## src/hdl/lc4_params.svh

```systemverilog
`ifndef LC4_PARAMS_SVH
`define LC4_PARAMS_SVH

// data and address width
`define LC4_WORD 16

// architectural registers r0 to r7
`define LC4_REGS 8

// first fetch address after reset
`define LC4_RESET_PC 16'h8200

// opcode field bounds in the instruction word
`define LC4_OPC_HI 15
`define LC4_OPC_LO 12

`endif

```

## src/hdl/lc4_pkg.sv

```systemverilog
`default_nettype none

`include "lc4_params.svh"

package lc4_pkg;

   typedef logic [`LC4_WORD-1:0] word_t;
   typedef logic [`LC4_WORD-1:0] insn_t;
   typedef logic [$clog2(`LC4_REGS)-1:0] rsel_t;
   // one-hot n, z, p
   typedef logic [2:0] nzp_t;

   // only the opcodes of the supported subset
   typedef enum logic [`LC4_OPC_HI-`LC4_OPC_LO:0] {
      OPC_BR    = 4'b0000,
      OPC_ARITH = 4'b0001,
      OPC_AND   = 4'b0101,
      OPC_LDR   = 4'b0110,
      OPC_STR   = 4'b0111,
      OPC_CONST = 4'b1001
   } opcode_t;

   // stall code carried by every slot down to the commit trace
   typedef enum logic [1:0] {
      STALL_NONE   = 2'd0,
      STALL_DATA   = 2'd1,
      STALL_BRANCH = 2'd2,
      STALL_LOAD   = 2'd3
   } stall_t;

   typedef struct packed {
      rsel_t   rs_sel;
      rsel_t   rt_sel;
      rsel_t   rd_sel;
      logic    regfile_we;
      logic    nzp_we;
      logic    is_load;
      logic    is_store;
      logic    is_branch;
      opcode_t opcode;
   } ctl_t;

   typedef struct packed {
      stall_t stall;
      word_t  pc;
      insn_t  insn;
      ctl_t   ctl;
      word_t  rs_data;
      word_t  rt_data;
   } uop_t;

   // writeback trace record, one per cycle
   typedef struct packed {
      stall_t stall;
      word_t  pc;
      insn_t  insn;
      logic   regfile_we;
      rsel_t  wsel;
      word_t  wdata;
      logic   nzp_we;
      nzp_t   nzp_bits;
      logic   dmem_we;
      word_t  dmem_addr;
      word_t  dmem_data;
   } commit_t;

endpackage

`default_nettype wire

```

## src/hdl/lc4_regfile.sv

```systemverilog
`default_nettype none

`include "lc4_params.svh"

module lc4_regfile import lc4_pkg::*; (
   input  wire        gwe,
   input  wire        i_reset,
   input  wire rsel_t i_rs_sel,
   input  wire rsel_t i_rt_sel,
   output word_t      o_rs_data,
   output word_t      o_rt_data,
   input  wire rsel_t i_wsel,
   input  wire        i_we,
   input  wire word_t i_wdata
);

   word_t regs [`LC4_REGS];

   always_ff @(posedge gwe) begin
      if (i_reset) begin
         for (int i = 0; i < `LC4_REGS; i++)
            regs[i] <= '0;
      end else if (i_we) begin
         regs[i_wsel] <= i_wdata;
      end
   end

   // bypass the value being written this cycle
   assign o_rs_data = (i_we && (i_wsel == i_rs_sel)) ? i_wdata : regs[i_rs_sel];
   assign o_rt_data = (i_we && (i_wsel == i_rt_sel)) ? i_wdata : regs[i_rt_sel];

endmodule

`default_nettype wire

```

## src/hdl/lc4_fetch.sv

```systemverilog
`default_nettype none

`include "lc4_params.svh"

module lc4_fetch import lc4_pkg::*; (
   input  wire        gwe,
   input  wire        i_reset,
   input  wire        i_hold,
   input  wire        i_redirect,
   input  wire word_t i_target,
   input  wire insn_t i_imem_data,
   output word_t      o_imem_addr,
   output uop_t       o_dec_slot
);

   word_t pc_q;
   uop_t  slot_q;
   uop_t  fetched;

   // operands are filled in by decode
   always_comb begin
      fetched = '0;
      fetched.stall = STALL_NONE;
      fetched.pc = pc_q;
      fetched.insn = i_imem_data;
   end

   always_ff @(posedge gwe) begin
      if (i_reset) begin
         pc_q <= `LC4_RESET_PC;
         slot_q <= '0;
      end else if (i_redirect) begin
         // redirect wins over hold, wrong-path fetch is dropped
         pc_q <= i_target;
         slot_q <= '{stall: STALL_BRANCH, default: '0};
      end else if (!i_hold) begin
         pc_q <= pc_q + word_t'(1);
         slot_q <= fetched;
      end
   end

   assign o_imem_addr = pc_q;
   assign o_dec_slot = slot_q;

endmodule

`default_nettype wire

```

## src/hdl/lc4_control.sv

```systemverilog
`default_nettype none

`include "lc4_params.svh"

module lc4_control import lc4_pkg::*; (
   input  wire        gwe,
   input  wire        i_reset,
   input  wire uop_t  i_dec_slot,
   input  wire        i_redirect,
   input  wire ctl_t  i_ex_ctl,
   input  wire ctl_t  i_mem_ctl,
   input  wire word_t i_rs_data,
   input  wire word_t i_rt_data,
   output rsel_t      o_rs_sel,
   output rsel_t      o_rt_sel,
   output logic       o_hold,
   output uop_t       o_ex_uop
);

   insn_t  insn;
   ctl_t   ctl;
   logic   uses_rs;
   logic   uses_rt;
   logic   ex_hit;
   logic   mem_hit;
   logic   data_stall;
   logic   br_stall;
   logic   issue_bubble;
   stall_t bubble_code;
   // decode slot and execute slot hold bubbles, not real instructions
   logic   dec_bubble_q;
   logic   ex_bubble_q;

   // true when an older producer writes one of the consumer's sources
   function automatic logic src_hit(ctl_t prod, ctl_t cons, logic rs_used, logic rt_used);
      return prod.regfile_we &
             ((rs_used & (prod.rd_sel == cons.rs_sel)) |
              (rt_used & (prod.rd_sel == cons.rt_sel)));
   endfunction

   assign insn = i_dec_slot.insn;

   // instruction decode
   always_comb begin
      ctl = '0;
      ctl.opcode = opcode_t'(insn[`LC4_OPC_HI:`LC4_OPC_LO]);
      ctl.rs_sel = insn[8:6];
      ctl.rt_sel = insn[2:0];
      ctl.rd_sel = insn[11:9];
      uses_rs = 1'b0;
      uses_rt = 1'b0;
      case (ctl.opcode)
         OPC_ARITH, OPC_AND: begin
            ctl.regfile_we = 1'b1;
            ctl.nzp_we = 1'b1;
            uses_rs = 1'b1;
            // bit 5 set means imm5 instead of rt
            uses_rt = ~insn[5];
         end
         OPC_CONST: begin
            ctl.regfile_we = 1'b1;
            ctl.nzp_we = 1'b1;
         end
         OPC_LDR: begin
            ctl.regfile_we = 1'b1;
            ctl.nzp_we = 1'b1;
            ctl.is_load = 1'b1;
            uses_rs = 1'b1;
         end
         OPC_STR: begin
            ctl.is_store = 1'b1;
            // store data register sits in the rd field
            ctl.rt_sel = insn[11:9];
            uses_rs = 1'b1;
            uses_rt = 1'b1;
         end
         OPC_BR: begin
            ctl.is_branch = 1'b1;
         end
         default: ;
      endcase
   end

   assign o_rs_sel = ctl.rs_sel;
   assign o_rt_sel = ctl.rt_sel;

   // interlocks against execute and memory, writeback is covered by write-through
   assign ex_hit = src_hit(i_ex_ctl, ctl, uses_rs, uses_rt);
   assign mem_hit = src_hit(i_mem_ctl, ctl, uses_rs, uses_rt);
   assign data_stall = ~dec_bubble_q & (ex_hit | mem_hit);
   // branch waits until nzp is settled in the register
   assign br_stall = ~dec_bubble_q & ctl.is_branch & (i_ex_ctl.nzp_we | i_mem_ctl.nzp_we);
   assign o_hold = data_stall | br_stall;

   assign issue_bubble = i_redirect | dec_bubble_q | o_hold;

   // load code only when the load is the nearest real instruction ahead
   always_comb begin
      if (i_redirect)
         bubble_code = STALL_BRANCH;
      else if (dec_bubble_q)
         bubble_code = i_dec_slot.stall;
      else if (ex_hit)
         bubble_code = i_ex_ctl.is_load ? STALL_LOAD : STALL_DATA;
      else if (mem_hit && i_mem_ctl.is_load && ex_bubble_q)
         bubble_code = STALL_LOAD;
      else
         bubble_code = STALL_DATA;
   end

   always_comb begin
      o_ex_uop = '0;
      if (issue_bubble) begin
         o_ex_uop.stall = bubble_code;
      end else begin
         o_ex_uop.stall = STALL_NONE;
         o_ex_uop.pc = i_dec_slot.pc;
         o_ex_uop.insn = insn;
         o_ex_uop.ctl = ctl;
         o_ex_uop.rs_data = i_rs_data;
         o_ex_uop.rt_data = i_rt_data;
      end
   end

   always_ff @(posedge gwe) begin
      if (i_reset) begin
         dec_bubble_q <= 1'b1;
         ex_bubble_q <= 1'b1;
      end else begin
         ex_bubble_q <= issue_bubble;
         // fetch squashes its slot on redirect and keeps it on hold
         if (i_redirect)
            dec_bubble_q <= 1'b1;
         else if (!o_hold)
            dec_bubble_q <= 1'b0;
      end
   end

endmodule

`default_nettype wire

```

## src/hdl/lc4_execute.sv

```systemverilog
`default_nettype none

module lc4_execute import lc4_pkg::*; (
   input  wire        gwe,
   input  wire        i_reset,
   input  wire uop_t  i_uop,
   input  wire nzp_t  i_nzp,
   output ctl_t       o_ctl,
   output uop_t       o_uop,
   output word_t      o_result,
   output logic       o_redirect,
   output word_t      o_target
);

   uop_t  uop_q;
   insn_t insn;
   word_t imm5;
   word_t imm6;
   word_t imm9;
   word_t rs;
   word_t rt;
   word_t result;

   // decode/execute register
   always_ff @(posedge gwe) begin
      if (i_reset)
         uop_q <= '0;
      else
         uop_q <= i_uop;
   end

   assign insn = uop_q.insn;
   assign rs = uop_q.rs_data;
   assign rt = uop_q.rt_data;

   // sign-extended immediates
   assign imm5 = word_t'($signed(insn[4:0]));
   assign imm6 = word_t'($signed(insn[5:0]));
   assign imm9 = word_t'($signed(insn[8:0]));

   always_comb begin
      case (uop_q.ctl.opcode)
         OPC_ARITH: begin
            if (insn[5])
               result = rs + imm5;
            else if (insn[4:3] == 2'b10)
               result = rs - rt;
            else
               result = rs + rt;
         end
         OPC_AND:   result = rs & rt;
         OPC_CONST: result = imm9;
         // effective address for loads and stores
         OPC_LDR, OPC_STR: result = rs + imm6;
         default:   result = '0;
      endcase
   end

   // taken when any requested condition bit matches the current nzp
   assign o_redirect = uop_q.ctl.is_branch & (|(insn[11:9] & i_nzp));
   assign o_target = uop_q.pc + word_t'(1) + imm9;

   assign o_ctl = uop_q.ctl;
   assign o_uop = uop_q;
   assign o_result = result;

endmodule

`default_nettype wire

```

## src/hdl/lc4_memwb.sv

```systemverilog
`default_nettype none

`include "lc4_params.svh"

module lc4_memwb import lc4_pkg::*; (
   input  wire        gwe,
   input  wire        i_reset,
   input  wire uop_t  i_uop,
   input  wire word_t i_result,
   input  wire word_t i_dmem_rdata,
   output word_t      o_dmem_addr,
   output word_t      o_dmem_wdata,
   output logic       o_dmem_we,
   output ctl_t       o_ctl,
   output nzp_t       o_nzp,
   output rsel_t      o_rf_wsel,
   output logic       o_rf_we,
   output word_t      o_rf_wdata,
   output commit_t    o_commit
);

   uop_t    mem_q;
   word_t   mem_result_q;
   word_t   wdata;
   nzp_t    nzp_d;
   nzp_t    nzp_q;
   commit_t commit_d;
   commit_t commit_q;

   // data memory port, address only for loads and stores
   assign o_dmem_addr = (mem_q.ctl.is_load | mem_q.ctl.is_store) ? mem_result_q : '0;
   assign o_dmem_wdata = mem_q.rt_data;
   assign o_dmem_we = mem_q.ctl.is_store;

   assign wdata = mem_q.ctl.is_load ? i_dmem_rdata : mem_result_q;

   // condition bits from the value headed for the regfile
   always_comb begin
      if (wdata == '0)
         nzp_d = 3'b010;
      else if (wdata[`LC4_WORD-1])
         nzp_d = 3'b100;
      else
         nzp_d = 3'b001;
   end

   always_comb begin
      commit_d.stall = mem_q.stall;
      commit_d.pc = mem_q.pc;
      commit_d.insn = mem_q.insn;
      commit_d.regfile_we = mem_q.ctl.regfile_we;
      commit_d.wsel = mem_q.ctl.rd_sel;
      commit_d.wdata = wdata;
      commit_d.nzp_we = mem_q.ctl.nzp_we;
      commit_d.nzp_bits = mem_q.ctl.nzp_we ? nzp_d : '0;
      commit_d.dmem_we = o_dmem_we;
      commit_d.dmem_addr = o_dmem_addr;
      // loaded value or stored rt
      commit_d.dmem_data = mem_q.ctl.is_load  ? i_dmem_rdata :
                           mem_q.ctl.is_store ? mem_q.rt_data : '0;
   end

   always_ff @(posedge gwe) begin
      if (i_reset) begin
         mem_q <= '0;
         mem_result_q <= '0;
         commit_q <= '0;
         nzp_q <= '0;
      end else begin
         mem_q <= i_uop;
         mem_result_q <= i_result;
         commit_q <= commit_d;
         // nzp updates as the slot enters writeback
         if (mem_q.ctl.nzp_we)
            nzp_q <= nzp_d;
      end
   end

   assign o_ctl = mem_q.ctl;
   assign o_nzp = nzp_q;
   // writeback drives the regfile from the commit record
   assign o_rf_wsel = commit_q.wsel;
   assign o_rf_we = commit_q.regfile_we;
   assign o_rf_wdata = commit_q.wdata;
   assign o_commit = commit_q;

endmodule

`default_nettype wire

```

## src/hdl/lc4_core.sv

```systemverilog
`default_nettype none

module lc4_core import lc4_pkg::*; (
   input  wire        gwe,
   input  wire        i_reset,
   output word_t      o_imem_addr,
   input  wire insn_t i_imem_data,
   output word_t      o_dmem_addr,
   output word_t      o_dmem_wdata,
   output logic       o_dmem_we,
   input  wire word_t i_dmem_rdata,
   output commit_t    o_commit
);

   uop_t  dec_slot;
   uop_t  issue_uop;
   uop_t  ex_uop;
   ctl_t  ex_ctl;
   ctl_t  mem_ctl;
   rsel_t rs_sel;
   rsel_t rt_sel;
   rsel_t rf_wsel;
   word_t rs_data;
   word_t rt_data;
   word_t rf_wdata;
   word_t ex_result;
   word_t target;
   nzp_t  nzp;
   logic  hold;
   logic  redirect;
   logic  rf_we;

   // fetch stage and fetch/decode register
   lc4_fetch u_fetch (
      .gwe         (gwe),
      .i_reset     (i_reset),
      .i_hold      (hold),
      .i_redirect  (redirect),
      .i_target    (target),
      .i_imem_data (i_imem_data),
      .o_imem_addr (o_imem_addr),
      .o_dec_slot  (dec_slot)
   );

   // decode, interlock and squash
   lc4_control u_control (
      .gwe        (gwe),
      .i_reset    (i_reset),
      .i_dec_slot (dec_slot),
      .i_redirect (redirect),
      .i_ex_ctl   (ex_ctl),
      .i_mem_ctl  (mem_ctl),
      .i_rs_data  (rs_data),
      .i_rt_data  (rt_data),
      .o_rs_sel   (rs_sel),
      .o_rt_sel   (rt_sel),
      .o_hold     (hold),
      .o_ex_uop   (issue_uop)
   );

   lc4_regfile u_regfile (
      .gwe       (gwe),
      .i_reset   (i_reset),
      .i_rs_sel  (rs_sel),
      .i_rt_sel  (rt_sel),
      .o_rs_data (rs_data),
      .o_rt_data (rt_data),
      .i_wsel    (rf_wsel),
      .i_we      (rf_we),
      .i_wdata   (rf_wdata)
   );

   // branch resolves here
   lc4_execute u_execute (
      .gwe        (gwe),
      .i_reset    (i_reset),
      .i_uop      (issue_uop),
      .i_nzp      (nzp),
      .o_ctl      (ex_ctl),
      .o_uop      (ex_uop),
      .o_result   (ex_result),
      .o_redirect (redirect),
      .o_target   (target)
   );

   lc4_memwb u_memwb (
      .gwe          (gwe),
      .i_reset      (i_reset),
      .i_uop        (ex_uop),
      .i_result     (ex_result),
      .i_dmem_rdata (i_dmem_rdata),
      .o_dmem_addr  (o_dmem_addr),
      .o_dmem_wdata (o_dmem_wdata),
      .o_dmem_we    (o_dmem_we),
      .o_ctl        (mem_ctl),
      .o_nzp        (nzp),
      .o_rf_wsel    (rf_wsel),
      .o_rf_we      (rf_we),
      .o_rf_wdata   (rf_wdata),
      .o_commit     (o_commit)
   );

endmodule

`default_nettype wire

```

## config.mk

```make
export PLATFORM = sky130hd
export DESIGN_NAME = lc4_core
export DESIGN_NICKNAME = d
export VERILOG_FILES = /design/src/hdl/lc4_pkg.sv /design/src/hdl/lc4_regfile.sv /design/src/hdl/lc4_fetch.sv /design/src/hdl/lc4_control.sv /design/src/hdl/lc4_execute.sv /design/src/hdl/lc4_memwb.sv /design/src/hdl/lc4_core.sv
export VERILOG_INCLUDE_DIRS = /design/src /design/src/hdl
export SDC_FILE = /design/constraint.sdc
export NUM_CORES = 1
export LEC_CHECK = 0
export CORE_UTILIZATION = 69
export CTS_CLUSTER_DIAMETER = 200
export DETAILED_ROUTE_END_ITERATION = 6
export DONT_BUFFER_PORTS = 1
export PLACE_DENSITY = 0.85
export SLEW_MARGIN = 25
export SYNTH_ARGS = -nofsm -noshare
export SYNTH_HDL_FRONTEND = slang
export SYNTH_SLANG_ARGS = --single-unit
```

## constraint.sdc

```tcl
create_clock -name gwe -period 10.95 [get_ports gwe]
set_clock_uncertainty 0.15 [all_clocks]
set_input_delay 1.095 -clock gwe [delete_from_list [all_inputs] [get_ports gwe]]
set_output_delay 1.095 -clock gwe [all_outputs]
set_load 0.05 [all_outputs]
```

Yosys cells after proc, flatten, opt, wreduce, memory -nomap -nowiden
Memory sizes are Yosys's and may differ from the RTL's. A register that Yosys moved wholly into a read port is not among the register bits.
Index checks and enable logic that the tools add are counted.
- memory bits (writable): 128
- output and inout port bits: 140
- memories: 1
- word-level logic and storage cells: 135
- flip-flop bits (word level): 264
- memory list (memory ; depth ; width ; read ports ; clocked after Yosys merged registers in ; write ports ; line ; RTL):
    u_regfile.regs ; 8 ; 16 ; 2 ; 2 ; 8 ; lc4_regfile.sv:17 ; word_t regs [`LC4_REGS];
- add/subtract/negate cells: 7
- bitwise gates (word level): 24
- reduce and logical (&&, ||, !) cells: 15
- eq/ne operators: 16
- multiplexer cells: 33
- operator list (operator ; count):
    $mux 84 ; 2
    $mux 16 ; 9
    $add 16x16->16 ; 4
    $pmux 16 s4 ; 1
    $add 16x1->16 const B ; 2
    $eq 4x3->1 const B ; 6
    $and 16x16->16 ; 1
    $logic_not 16->1 ; 1
    $reduce_or 16->1 ; 1
    $sub 16x16->16 ; 1
    $eq 3x3->1 ; 4
    $mux 2 ; 6
    $mux 3 ; 4
    $reduce_or 2->1 ; 6
    $and 1x1->1 ; 10
    $mux 1 ; 10
    $eq 4x1->1 const B ; 2
    $eq 4x4->1 const B ; 2
    $or 1x1->1 ; 8
    $reduce_or 4->1 ; 2
    $reduce_or 3->1 ; 2
    $logic_not 4->1 ; 1
    $not 1->1 ; 4
    $and 3x3->3 ; 1
    4 further kinds ; 5

Depth between registers and ports, before layout
Gate-level depths: netlist of the first run.
- depth after elaboration: 12
- depth in mapped cells: 20
- depth with buffers taken out: 20

Modules after synthesis
Synthesis of the first run repeated with hierarchy kept, for this count alone.
- cell total of the unflattened synthesis: 1979
- area total of the unflattened synthesis: 21654.5 um2
- by module, submodules not included (module ; instances ; cells each ; area an instance (um2)):
    lc4_regfile ; 1 ; 445 ; 7453.4
    lc4_memwb ; 1 ; 509 ; 5531.6
    lc4_execute ; 1 ; 586 ; 5064.9
    lc4_fetch ; 1 ; 276 ; 2501.1
    lc4_control ; 1 ; 163 ; 1103.6

Worst setup path after synthesis of the first run
Ideal clock, no wire load.
- path kind: register to register
- from: register u_execute.rt[0] (netlist name)
- to: register u_memwb.mem_result_q[15]
- period minus slack after synthesis: 4052 ps
- cell stages (with the launch flop): 20
- arrival: 3751 ps
- setup time: 150 ps
- path slack: 6898 ps
- cell sequence: dfxtp_1 > inv_1 > ha_1 > or4b_1 > o41ai_1 > or2_2 > nand4_1 > nor2_1 > xnor2_1 > o21ai_0 > ha_1 > a21o_1 > a21o_1 > a21oi_1 > o21ai_0 > a21o_1 > a21oi_1 > o21ai_0 > xnor2_1 > o22ai_1
- word-level cells in the longest chain between the ends: 4
- ends and longest elaborated chain (what ; line ; RTL):
    $add 16x16->16 / $sub 16x16->16 (equally long branches) ; lc4_execute.sv:49, lc4_execute.sv:47 ;
    $mux 16 * ; lc4_execute.sv:46 ; else if (insn[4:3] == 2'b10)
    $mux 16 * ; lc4_execute.sv:44 ; if (insn[5])
    $pmux 16 s4 * ; lc4_execute.sv:42 ; case (uop_q.ctl.opcode)
    end signal, assigned ; lc4_memwb.sv:71 ; mem_result_q <= i_result;
    end, declared ; lc4_memwb.sv:23 ; word_t mem_result_q;
Every way passes the cells marked *; elsewhere a longest branch is shown, timed or not.
A chain may end at the register's enable or synchronous reset.

Worst setup path after layout of the first run
- from: register u_execute.rt[0] (netlist name)
- to: register u_memwb.mem_result_q[15]
- word-level cells in the longest chain between the ends: 4
- ends and longest elaborated chain (what ; line):
    $add 16x16->16 / $sub 16x16->16 (equally long branches) ; lc4_execute.sv:49, lc4_execute.sv:47
    $mux 16 * ; lc4_execute.sv:46
    $mux 16 * ; lc4_execute.sv:44
    $pmux 16 s4 * ; lc4_execute.sv:42
Marked as above.

==> results.txt, run 1 <==
The worst register-to-register path has a depth of 19. Buffers inserted during clock tree synthesis total 40. The number of endpoints with negative hold slack in the final report came out at 0. The cell-internal power came out at 2.60 mW.

A synthesized cell averages slightly below 10 sq um. The flop and latch count out of synthesis is ~400. The level count of the clock H-tree came out at 2. The time the final worst path needs with I/O delays and setup is approximately 4.6 ns. The non-filler instance count after layout came out at roughly 2200.

The category of the critical setup timing path is reg -> reg. The cell count after synthesis is 1891. The final number of max-transition violations is 0.

The clock input transition at the sequential cells of the worst setup and hold paths is ~0.06 ns. The area share of the largest cell type after synthesis is around 30%. The pin count of the biggest net entering global routing came out at approximately 150. The final routed DRC violation total came out at 0. The reported net switching power came out at 0.842 mW.

The core region area came out at approximately 0.026 sq mm. The post-CTS setup buffer count is 0. The first global-routing pass estimated ~76000 um of wire.

The detailed-router iteration count before antenna repair came out at 6. The vertical extent of the die is ~170 um. The number of enable-type register cells in the synthesized netlist is about 130. The timing-limited maximum frequency came out at between 200 and 250 MHz. Counting instances, the worst hold path has a depth of 1. The port buffer count is 0. The share of total power consumed by net switching is approximately a quarter. Setup repair after global routing left no endpoint under its margin.

The total non-filler cell area in the finished layout came out at between 0.02 and 0.025 sq mm. The flow ran to the end, and the final reports show no timing, DRC or antenna violations. After synthesis, the cell types taking the most area are dfxtp_1, edfxtp_1, nand2_1.

Dividing the final minimum period by the clock period gives 41.9%. The post-detailed-route wirelength per cell came out at approximately 23 um. Of the cells placed in the final design, the portion with a size suffix greater than 1 is under 10%. The full die area came out at 0.0278 sq mm.

The worst pin sits at a relative slew slack of 33.9%. The worst hold endpoint is u_memwb.o_commit[87]. The root buffer cell is clkbuf_16. The startpoint identified for the worst register-to-register timing path is u_execute.rt[0]. The HPWL after detailed placement is ~33000 um.

The number of vias per cell after detailed routing came out at roughly 6.5. The number of endpoints failing setup at the final stage is 0. The proportion of register bits with asynchronous set or reset after synthesis is 0%.

The effective utilization at floorplan came out at 71.0%. The worst setup path is captured at a flop. The sum of routed wire length over all layers came out at ~50000 um. Global routing finished with a remaining overflow of 0. Sequential cells were found to cover just over 50% of the synthesized design area. The clock share of power came out at between 40% and 50%. In this run the remaining antenna-violating nets after routing total 0. The CTS sink count is about 410. The cell with the most instances after synthesis is nand2_1.

The cell taking the most area after synthesis is dfxtp_1. After filler insertion, the fill cell instance count of the layout stands at ~1700. The cell row count is 59. The highest ir drop seen on vdd came out at 0.129 mV.

The highest fanout seen on the critical path came out at 6. The number of maximum-capacitance constraint violations came out at 0. Of the total power, registers draw between 40% and 50%. The accumulated negative setup slack came out at 0 ns. The number of DRC violations after detailed-routing iteration 0 came out at around 1600.

174 I/O pins were placed. TritonCTS built the clock tree. The number of warnings reported in the yosys synthesis log is 0. The total placed instance area is 0.0188 sq mm.

The final RePlAce weighted congestion came out at between 0.9 and 1. The clock latency of the later-clocked register in the worst-skew pair came out at about 0.54 ns. The endpoint of the worst register-to-register path is u_memwb.mem_result_q[15].

The startpoint identified for the worst hold timing path is u_memwb.commit_d[87]. For flop-to-flop paths, the worst setup slack is roughly 6.4 ns. The required time of the critical path came out at 11.21 ns. The analysis attributes to cell leakage a power of roughly 7.7 nW. The final route contains around 14000 vias. The part of the power in combinational logic came out at 10.4%. The arrival time at the worst endpoint is between 4 and 5 ns. The area growth from synthesis to layout is 8.23%. The kind of start point of the critical path is a flop. The all-layer global routing usage is 35.6%. In this run, placement finished with an instance count of 2123. The horizontal extent of the die is between 150 and 200 um.

The initial antenna violation count is 0. 0 antenna diodes ended up in the layout. The net count of the finished layout is roughly 1900. The post-synth net total came out at 1961. For the pin with the worst max-slew slack, the measured transition is 0.990 ns. The commonest cells after synthesis are nand2_1, dfxtp_1, and2_1.

The primary flip-flop cell chosen by synthesis mapping is dfxtp_1. The number of hold buffers added after CTS came out at 0. The total power divided by cell area came out at 170 mW/mm^2. The path type of the worst min-delay path is reg -> reg. The number of global-route vias before repair is approximately 14000. Gates resized during post-CTS repair numbered 0.

The clock passes through at most 3 buffers. The synthesized netlist contains 81 unique library cells. The total standard cell area after synthesis is roughly 0.019 sq mm.
==> registers in the layout, indices dropped and copies added (netlist names), 16 cells and up <==
signal / cells
u_execute.o_uop: 18
u_execute.rs: 16
u_execute.rt: 16
u_fetch.o_dec_slot: 33
u_fetch.o_imem_addr: 16
u_memwb.commit_d: 32
u_memwb.mem_result_q: 16
u_memwb.o_commit: 69
u_memwb.o_dmem_wdata: 16
u_memwb.o_rf_wdata: 16
u_regfile.regs: 128
==> cell type report <==
type	instances	area, sq um	share of cell area, %
clock buffers	59	1210	5.97
flip-flops and latches	408	9450	46.7
well taps	335	419	2.07
repair buffers	41	319	1.58
multi-input cells	1321	8590	42.4
clock inverters	15	188	0.927
inverters	20	75.1	0.371
==> power by group through the flow <==
stage / combinational (mW) / clock [mW] / sequential, mW
2_1_floorplan: 0.288 / 0 / 1.66
3_3_place_gp: 0.341 / 0 / 1.68
3_5_place_dp: 0.347 / 0 / 1.68
4_1_cts: 0.351 / 1.45 / 1.65
5_1_grt: 0.388 / 1.50 / 1.65
6_report: 0.357 / 1.44 / 1.65
==> worst max path at each step <==
stage	to	start	slack, ns	depth (start not counted)
6_report	u_memwb.mem_result_q[15]	u_execute.rt[0]	6.37	19
5_1_grt	u_memwb.mem_result_q[15]	u_execute.rt[0]	6.00	19
4_1_cts	u_memwb.mem_result_q[15]	u_execute.rt[0]	6.40	19
3_5_place_dp	u_memwb.mem_result_q[15]	u_execute.rt[0]	6.46	19
3_3_place_gp	u_memwb.mem_result_q[15]	u_execute.rt[0]	6.57	19
2_1_floorplan	u_memwb.mem_result_q[15]	u_execute.rt[0]	6.90	19
==> cell usage in the layout (no fill, tap or decap), types with 25 or more instances in the layout <==
cell / n
a211oi_1: 46
a21oi_1: 105
a31oi_1: 25
and2_1: 150
and3_1: 52
buf_4: 38
clkbuf_16: 45
dfxtp_1: 278
edfxtp_1: 128
ha_1: 34
mux4_2: 32
nand2_1: 282
nand3_1: 51
nor2_1: 94
nor2b_1: 105
o21ai_0: 28
xnor2_1: 61
==> cell families after synthesis <==
logic type / Yosys count / synth area share, %
AO/OA/AOI/OAI: 283 / 10.0
XOR/XNOR: 84 / 3.97
adder cells (fa/ha/maj): 36 / 2.49
buffers and inverters: 162 / 3.85
flip-flops: 408 / 50.5
multiplexers: 60 / 5.42
AND/OR/NAND/NOR: 858 / 23.8
==> worst max-delay path, stage by stage (launching register included) <==
cell and delay (ns):
dfxtp_1 0.36, inv_1 0.16, ha_1 0.26, nand2b_1 0.09, o41ai_1 0.73, or2_2 0.24
nand4_1 0.15, nor2_1 0.18, xnor2_1 0.13, o21ai_0 0.09, ha_1 0.42, a21o_1 0.19
a21o_1 0.17, a21oi_1 0.14, o21ai_0 0.16, a21o_1 0.22, a21oi_1 0.23, o21ai_0 0.15
xnor2_1 0.16, o22ai_1 0.09
==> per-stage QoR <==
step                      power, mW  setup WS, ns  hold WS [ns]  util (%)
after floorplan                1.95          6.90         0.264         -
after global placement         2.02          6.57         0.267      71.4
after detailed placement       2.02          6.46         0.270      71.4
after CTS                      3.44          6.40         0.285      76.7
after global routing           3.54          6.00         0.304      76.8
final                          3.45          6.37         0.283      76.8
==> metal layers <==
layer  global-route usage (%)  up-vias  share of wire [%]
met2                     59.9      855                 48
met4                     14.0        0                3.7
met3                     5.75      156                9.3
li1                         -     6462                  -
met1                     46.2     6756                 39
met5                        0        -                  0
Power figures use the tool's default switching activity.
==> run 2, diff against run 1 <==
- ABC_AREA: unset -> 1
- CORE_UTILIZATION: 69 -> 64
- PLACE_DENSITY: 0.85 -> 0.8
- clock period: 10.95 -> 4.3 ns (I/O delays scaled with it)
==> results.txt, run 2 <==
The run finished with clean final reports. The clock buffer count from CTS came out at 41 (+2.5%). The endpoint identified for the worst register-to-register timing path is u_memwb.mem_result_q[13]. The number of buffers on the longest clock path was 3 (unchanged). The number of endpoints failing setup at the final stage is 0 (unchanged). The accumulated negative setup slack came to 0 ns (unchanged). The final routed DRC violation total is 0 (unchanged). The slew of the pin with the lowest slew margin came out at 0.935 ns (-0.0546 ns). The horizontal extent of the die is 172 um (+3.3%).

The count of distinct cell types in the synthesized netlist is 48 (-41%). The category of the critical setup timing path is reg -> reg. The min-delay analysis places its worst path in the category in -> reg. The clock input transition at the sequential cells of the worst setup and hold paths came out at 0.07 ns (about the same).

The timing-limited maximum frequency came to 256 MHz (+17%). The number of cells after detailed placement came out at 2653 (+25%). The arrival time at the worst endpoint is 4.15 ns (-0.69 ns). The final number of max-transition violations came out at 0 (unchanged). The number of cells traversed by the worst hold path is 2 (+1). u_regfile.regs holds more flip-flops than any other register. The area share of the largest cell type after synthesis is 30.3% (+0.30 points). The all-layer global routing usage is 36.4% (+0.81 points).

The number of enable-type register cells in the synthesized netlist is 128 (unchanged). The final RePlAce weighted congestion came out at 0.940 (+0.70%). The global-route wire length before repair is 81600 um (+6.7%).

The biggest cell delay along the critical path came out at 0.39 ns (-0.34 ns). The number of DRC violations after detailed-routing iteration 0 was 2205 (+39%). The total standard cell area after synthesis came out at 0.0185 sq mm (-1.0%). The CTS sink count came to 408 (unchanged). The vertical extent of the die is 172 um (+3.3%). Leaving out fill and tap cells, the most frequent cells in the layout are nor2_1, nand2_1, dfxtp_1.

For hold timing, the worst endpoint is u_memwb.o_commit[1]. The highest fanout seen on the critical path came out at 4 (-2). The proportion of layout cells with a drive suffix above 1 came to 6.21% (-3.4 points). The core region area is 0.0281 sq mm (+6.6%).

The relative slew slack is 37.5% (+3.6 points). The sum of routed wire length over all layers was 55400 um (+11%). The full die area came out at 0.0296 sq mm (+6.6%). The number of fillers in the final layout came out at 2150 (+23%).

The register-to-register setup slack came out at 0.40 ns (-5.97 ns). In this run the most critical hold path is launched from i_dmem_rdata[1]. Of all cell types, the one taking the most synthesized area is dfxtp_1. The sequential cell area fraction in the yosys report is 51.0% (+0.51 points).

The effective utilization at floorplan came to 65.9% (-5.0 points). The most common cell after layout, fill and taps aside is nor2_1. The worst register-to-register path begins at u_execute.rt[1]. The number of nets still failing antenna checks after routing came to 0 (unchanged). The number of vias per cell after detailed routing came to 5.99 (-7.4%).

The cell count after synthesis came out at 2366 (+25%). The worst-case setup slack after placement is 0.429 ns (-6.03 ns). The number of placed I/O pins came out at 174 (unchanged). The detailed-router iteration count before antenna repair is 6 (unchanged).

The number of global-route vias before repair is 14900 (+10%). The most critical setup path has its startpoint at u_execute.rt[1]. The total power is 8.83 mW (+160%).

The cell row count came out at 61 (+3.4%). The pin count of the biggest net entering global routing is 161 (+11%). The required time of the critical path came out at 4.55 ns (-6.66 ns). The total power divided by cell area came out at 431 mW/mm^2 (+150%).

The number of maximum-capacitance constraint violations came to 0 (unchanged). The highest ir drop seen on vdd is 0.404 mV (+210%). The final setup slack of the worst path is 0.399 ns (-5.97 ns). The root buffer cell chosen for the clock tree is clkbuf_16. The number of warnings reported in the yosys synthesis log is 0 (unchanged). The port buffer count came out at 0 (unchanged). The initial antenna violation count is 2 (+2). The proportion of register bits with asynchronous set or reset after synthesis came to 0% (unchanged). The total congestion overflow came to 0 (unchanged).

The kind of start point of the critical path is a flop. The level count of the clock H-tree came out at 2 (unchanged). The post-synth net total came out at 2436 (+24%). The cell leakage power was 8.19 nW (+6.3%). The non-filler instance count after layout came out at 2763 (+26%). The CTS tree is done. The post-detailed-placement half-perimeter wirelength is 37900 um (+15%). The flop and latch count out of synthesis came out at 408 (unchanged).

The flip-flop count of the largest register, all copies and words added is 128 (unchanged). The number of endpoints with negative hold slack in the final report is 0 (unchanged). The clock latency of the later-clocked register in the worst-skew pair came out at 0.54 ns (about the same). The post-detailed-route wirelength per cell is 20.0 um (-12%). The time the final worst path needs with I/O delays and setup is 3.90 ns (-0.682 ns). Ranked by total cell area, the synthesized netlist is headed by dfxtp_1, edfxtp_1, nor2_1. The cell depth of the worst flop-to-flop path is 26 (+7). The final-stage net count came to 2421 (+27%). The critical path capture point type is a flop. The period utilization came to 90.7% (+49 points). The largest individual stage delay along the critical path comes from the cell dfxtp_1.

The area growth from synthesis to layout came out at 10.7%. The via count is 16600 (+16%). By count the netlist is led by nor2_1, nand2_1, dfxtp_1. The mean post-synth cell area came out at 7.83 sq um (-21%). The most used flip-flop cell after synthesis is dfxtp_1. The cell with the most instances after synthesis is nor2_1.
[run 2: changes by cell type in the layout (fill, tap and decap cells not counted), moves of 45 or more]
| cell | previous run | this run |
|---|---|---|
| inv_1 | 19 | 248 |
| and3_1 | 52 | 4 |
| nor2_1 | 94 | 544 |
| nor2b_1 | 105 | 0 |
| xnor2_1 | 61 | 5 |
| o21ai_0 | 28 | 234 |
| and2_1 | 150 | 0 |
| nand3_1 | 51 | 96 |
| a211oi_1 | 46 | 1 |
[run 2: how the worst max path moves through the flow]
stage                                          end  slack (ns)
after detailed placement  u_memwb.mem_result_q[13]        0.43
after floorplan           u_memwb.mem_result_q[13]        0.91
after global placement    u_memwb.mem_result_q[13]        0.48
after CTS                 u_memwb.mem_result_q[13]        0.41
final                     u_memwb.mem_result_q[13]        0.40
after global routing      u_memwb.mem_result_q[13]       -0.02
[run 2: kinds of logic (layout without fill, tap and decap cells)]
logic type	after synthesis	after routing	share of synthesized area, %
buffers and inverters	393	410	8.59
other	0	2	0
DFF	408	408	51.0
AOI/OAI and AO/OA	483	483	14.5
and+or+nand+nor	1019	1019	22.1
adders and majority gates	36	36	2.51
xor gates and xnor gates	27	27	1.28
[run 2: where the power goes]
group	total, mW	leakage [nW]	internal (mW)	switching, mW
sequential	4.21	3.59	4.07	0.145
clock	3.66	0.684	2.16	1.50
combinational	0.959	3.91	0.315	0.644
[run 2: stage by stage]
step | hold WS [ns] | area (sq um) | utilization [%]
2_1_floorplan | 0.238 | 18500 | -
3_3_place_gp | 0.242 | 18700 | 66.6
3_5_place_dp | 0.247 | 18700 | 66.6
4_1_cts | 0.00377 | 20400 | 72.8
5_1_grt | 0.0535 | 20500 | 73.0
6_report | 0.0743 | 20500 | 73.0
[run 2: per-layer routing]
metal	GRT usage, %	routed length [um]
met2	59.4	25100
met5	0	0
met1	48.6	22200
met4	14.4	2040
met3	5.61	6070
[run 2: area by class of cell]
type	count	area, sq um	area share (%)
flip-flops and latches	408	9450	46.1
multi-input cells	1565	7530	36.7
clock buffers	62	1260	6.17
inverters	258	968	4.72
repair buffers	77	676	3.30
well taps	378	473	2.31
clock inverters	13	130	0.635
diodes	2	5.00	0.0244
[run 2: worst max-delay path: cells and delay by family, from the launching register on]
family          cells  cell delay (ns)
compound gates      6             0.92
buf+inv             4             0.30
simple gates       14             1.50
flops               1             0.39
fa+ha+maj           2             0.53
[run 2: timing repair]
action / 4_1_cts / 5_1_grt
resized for setup: 0 / 7
endpoints found under the hold margin: 177 / 0
setup endpoints to repair: 0 / 3
hold buffers: 32 / 0
setup buffers: 0 / 1
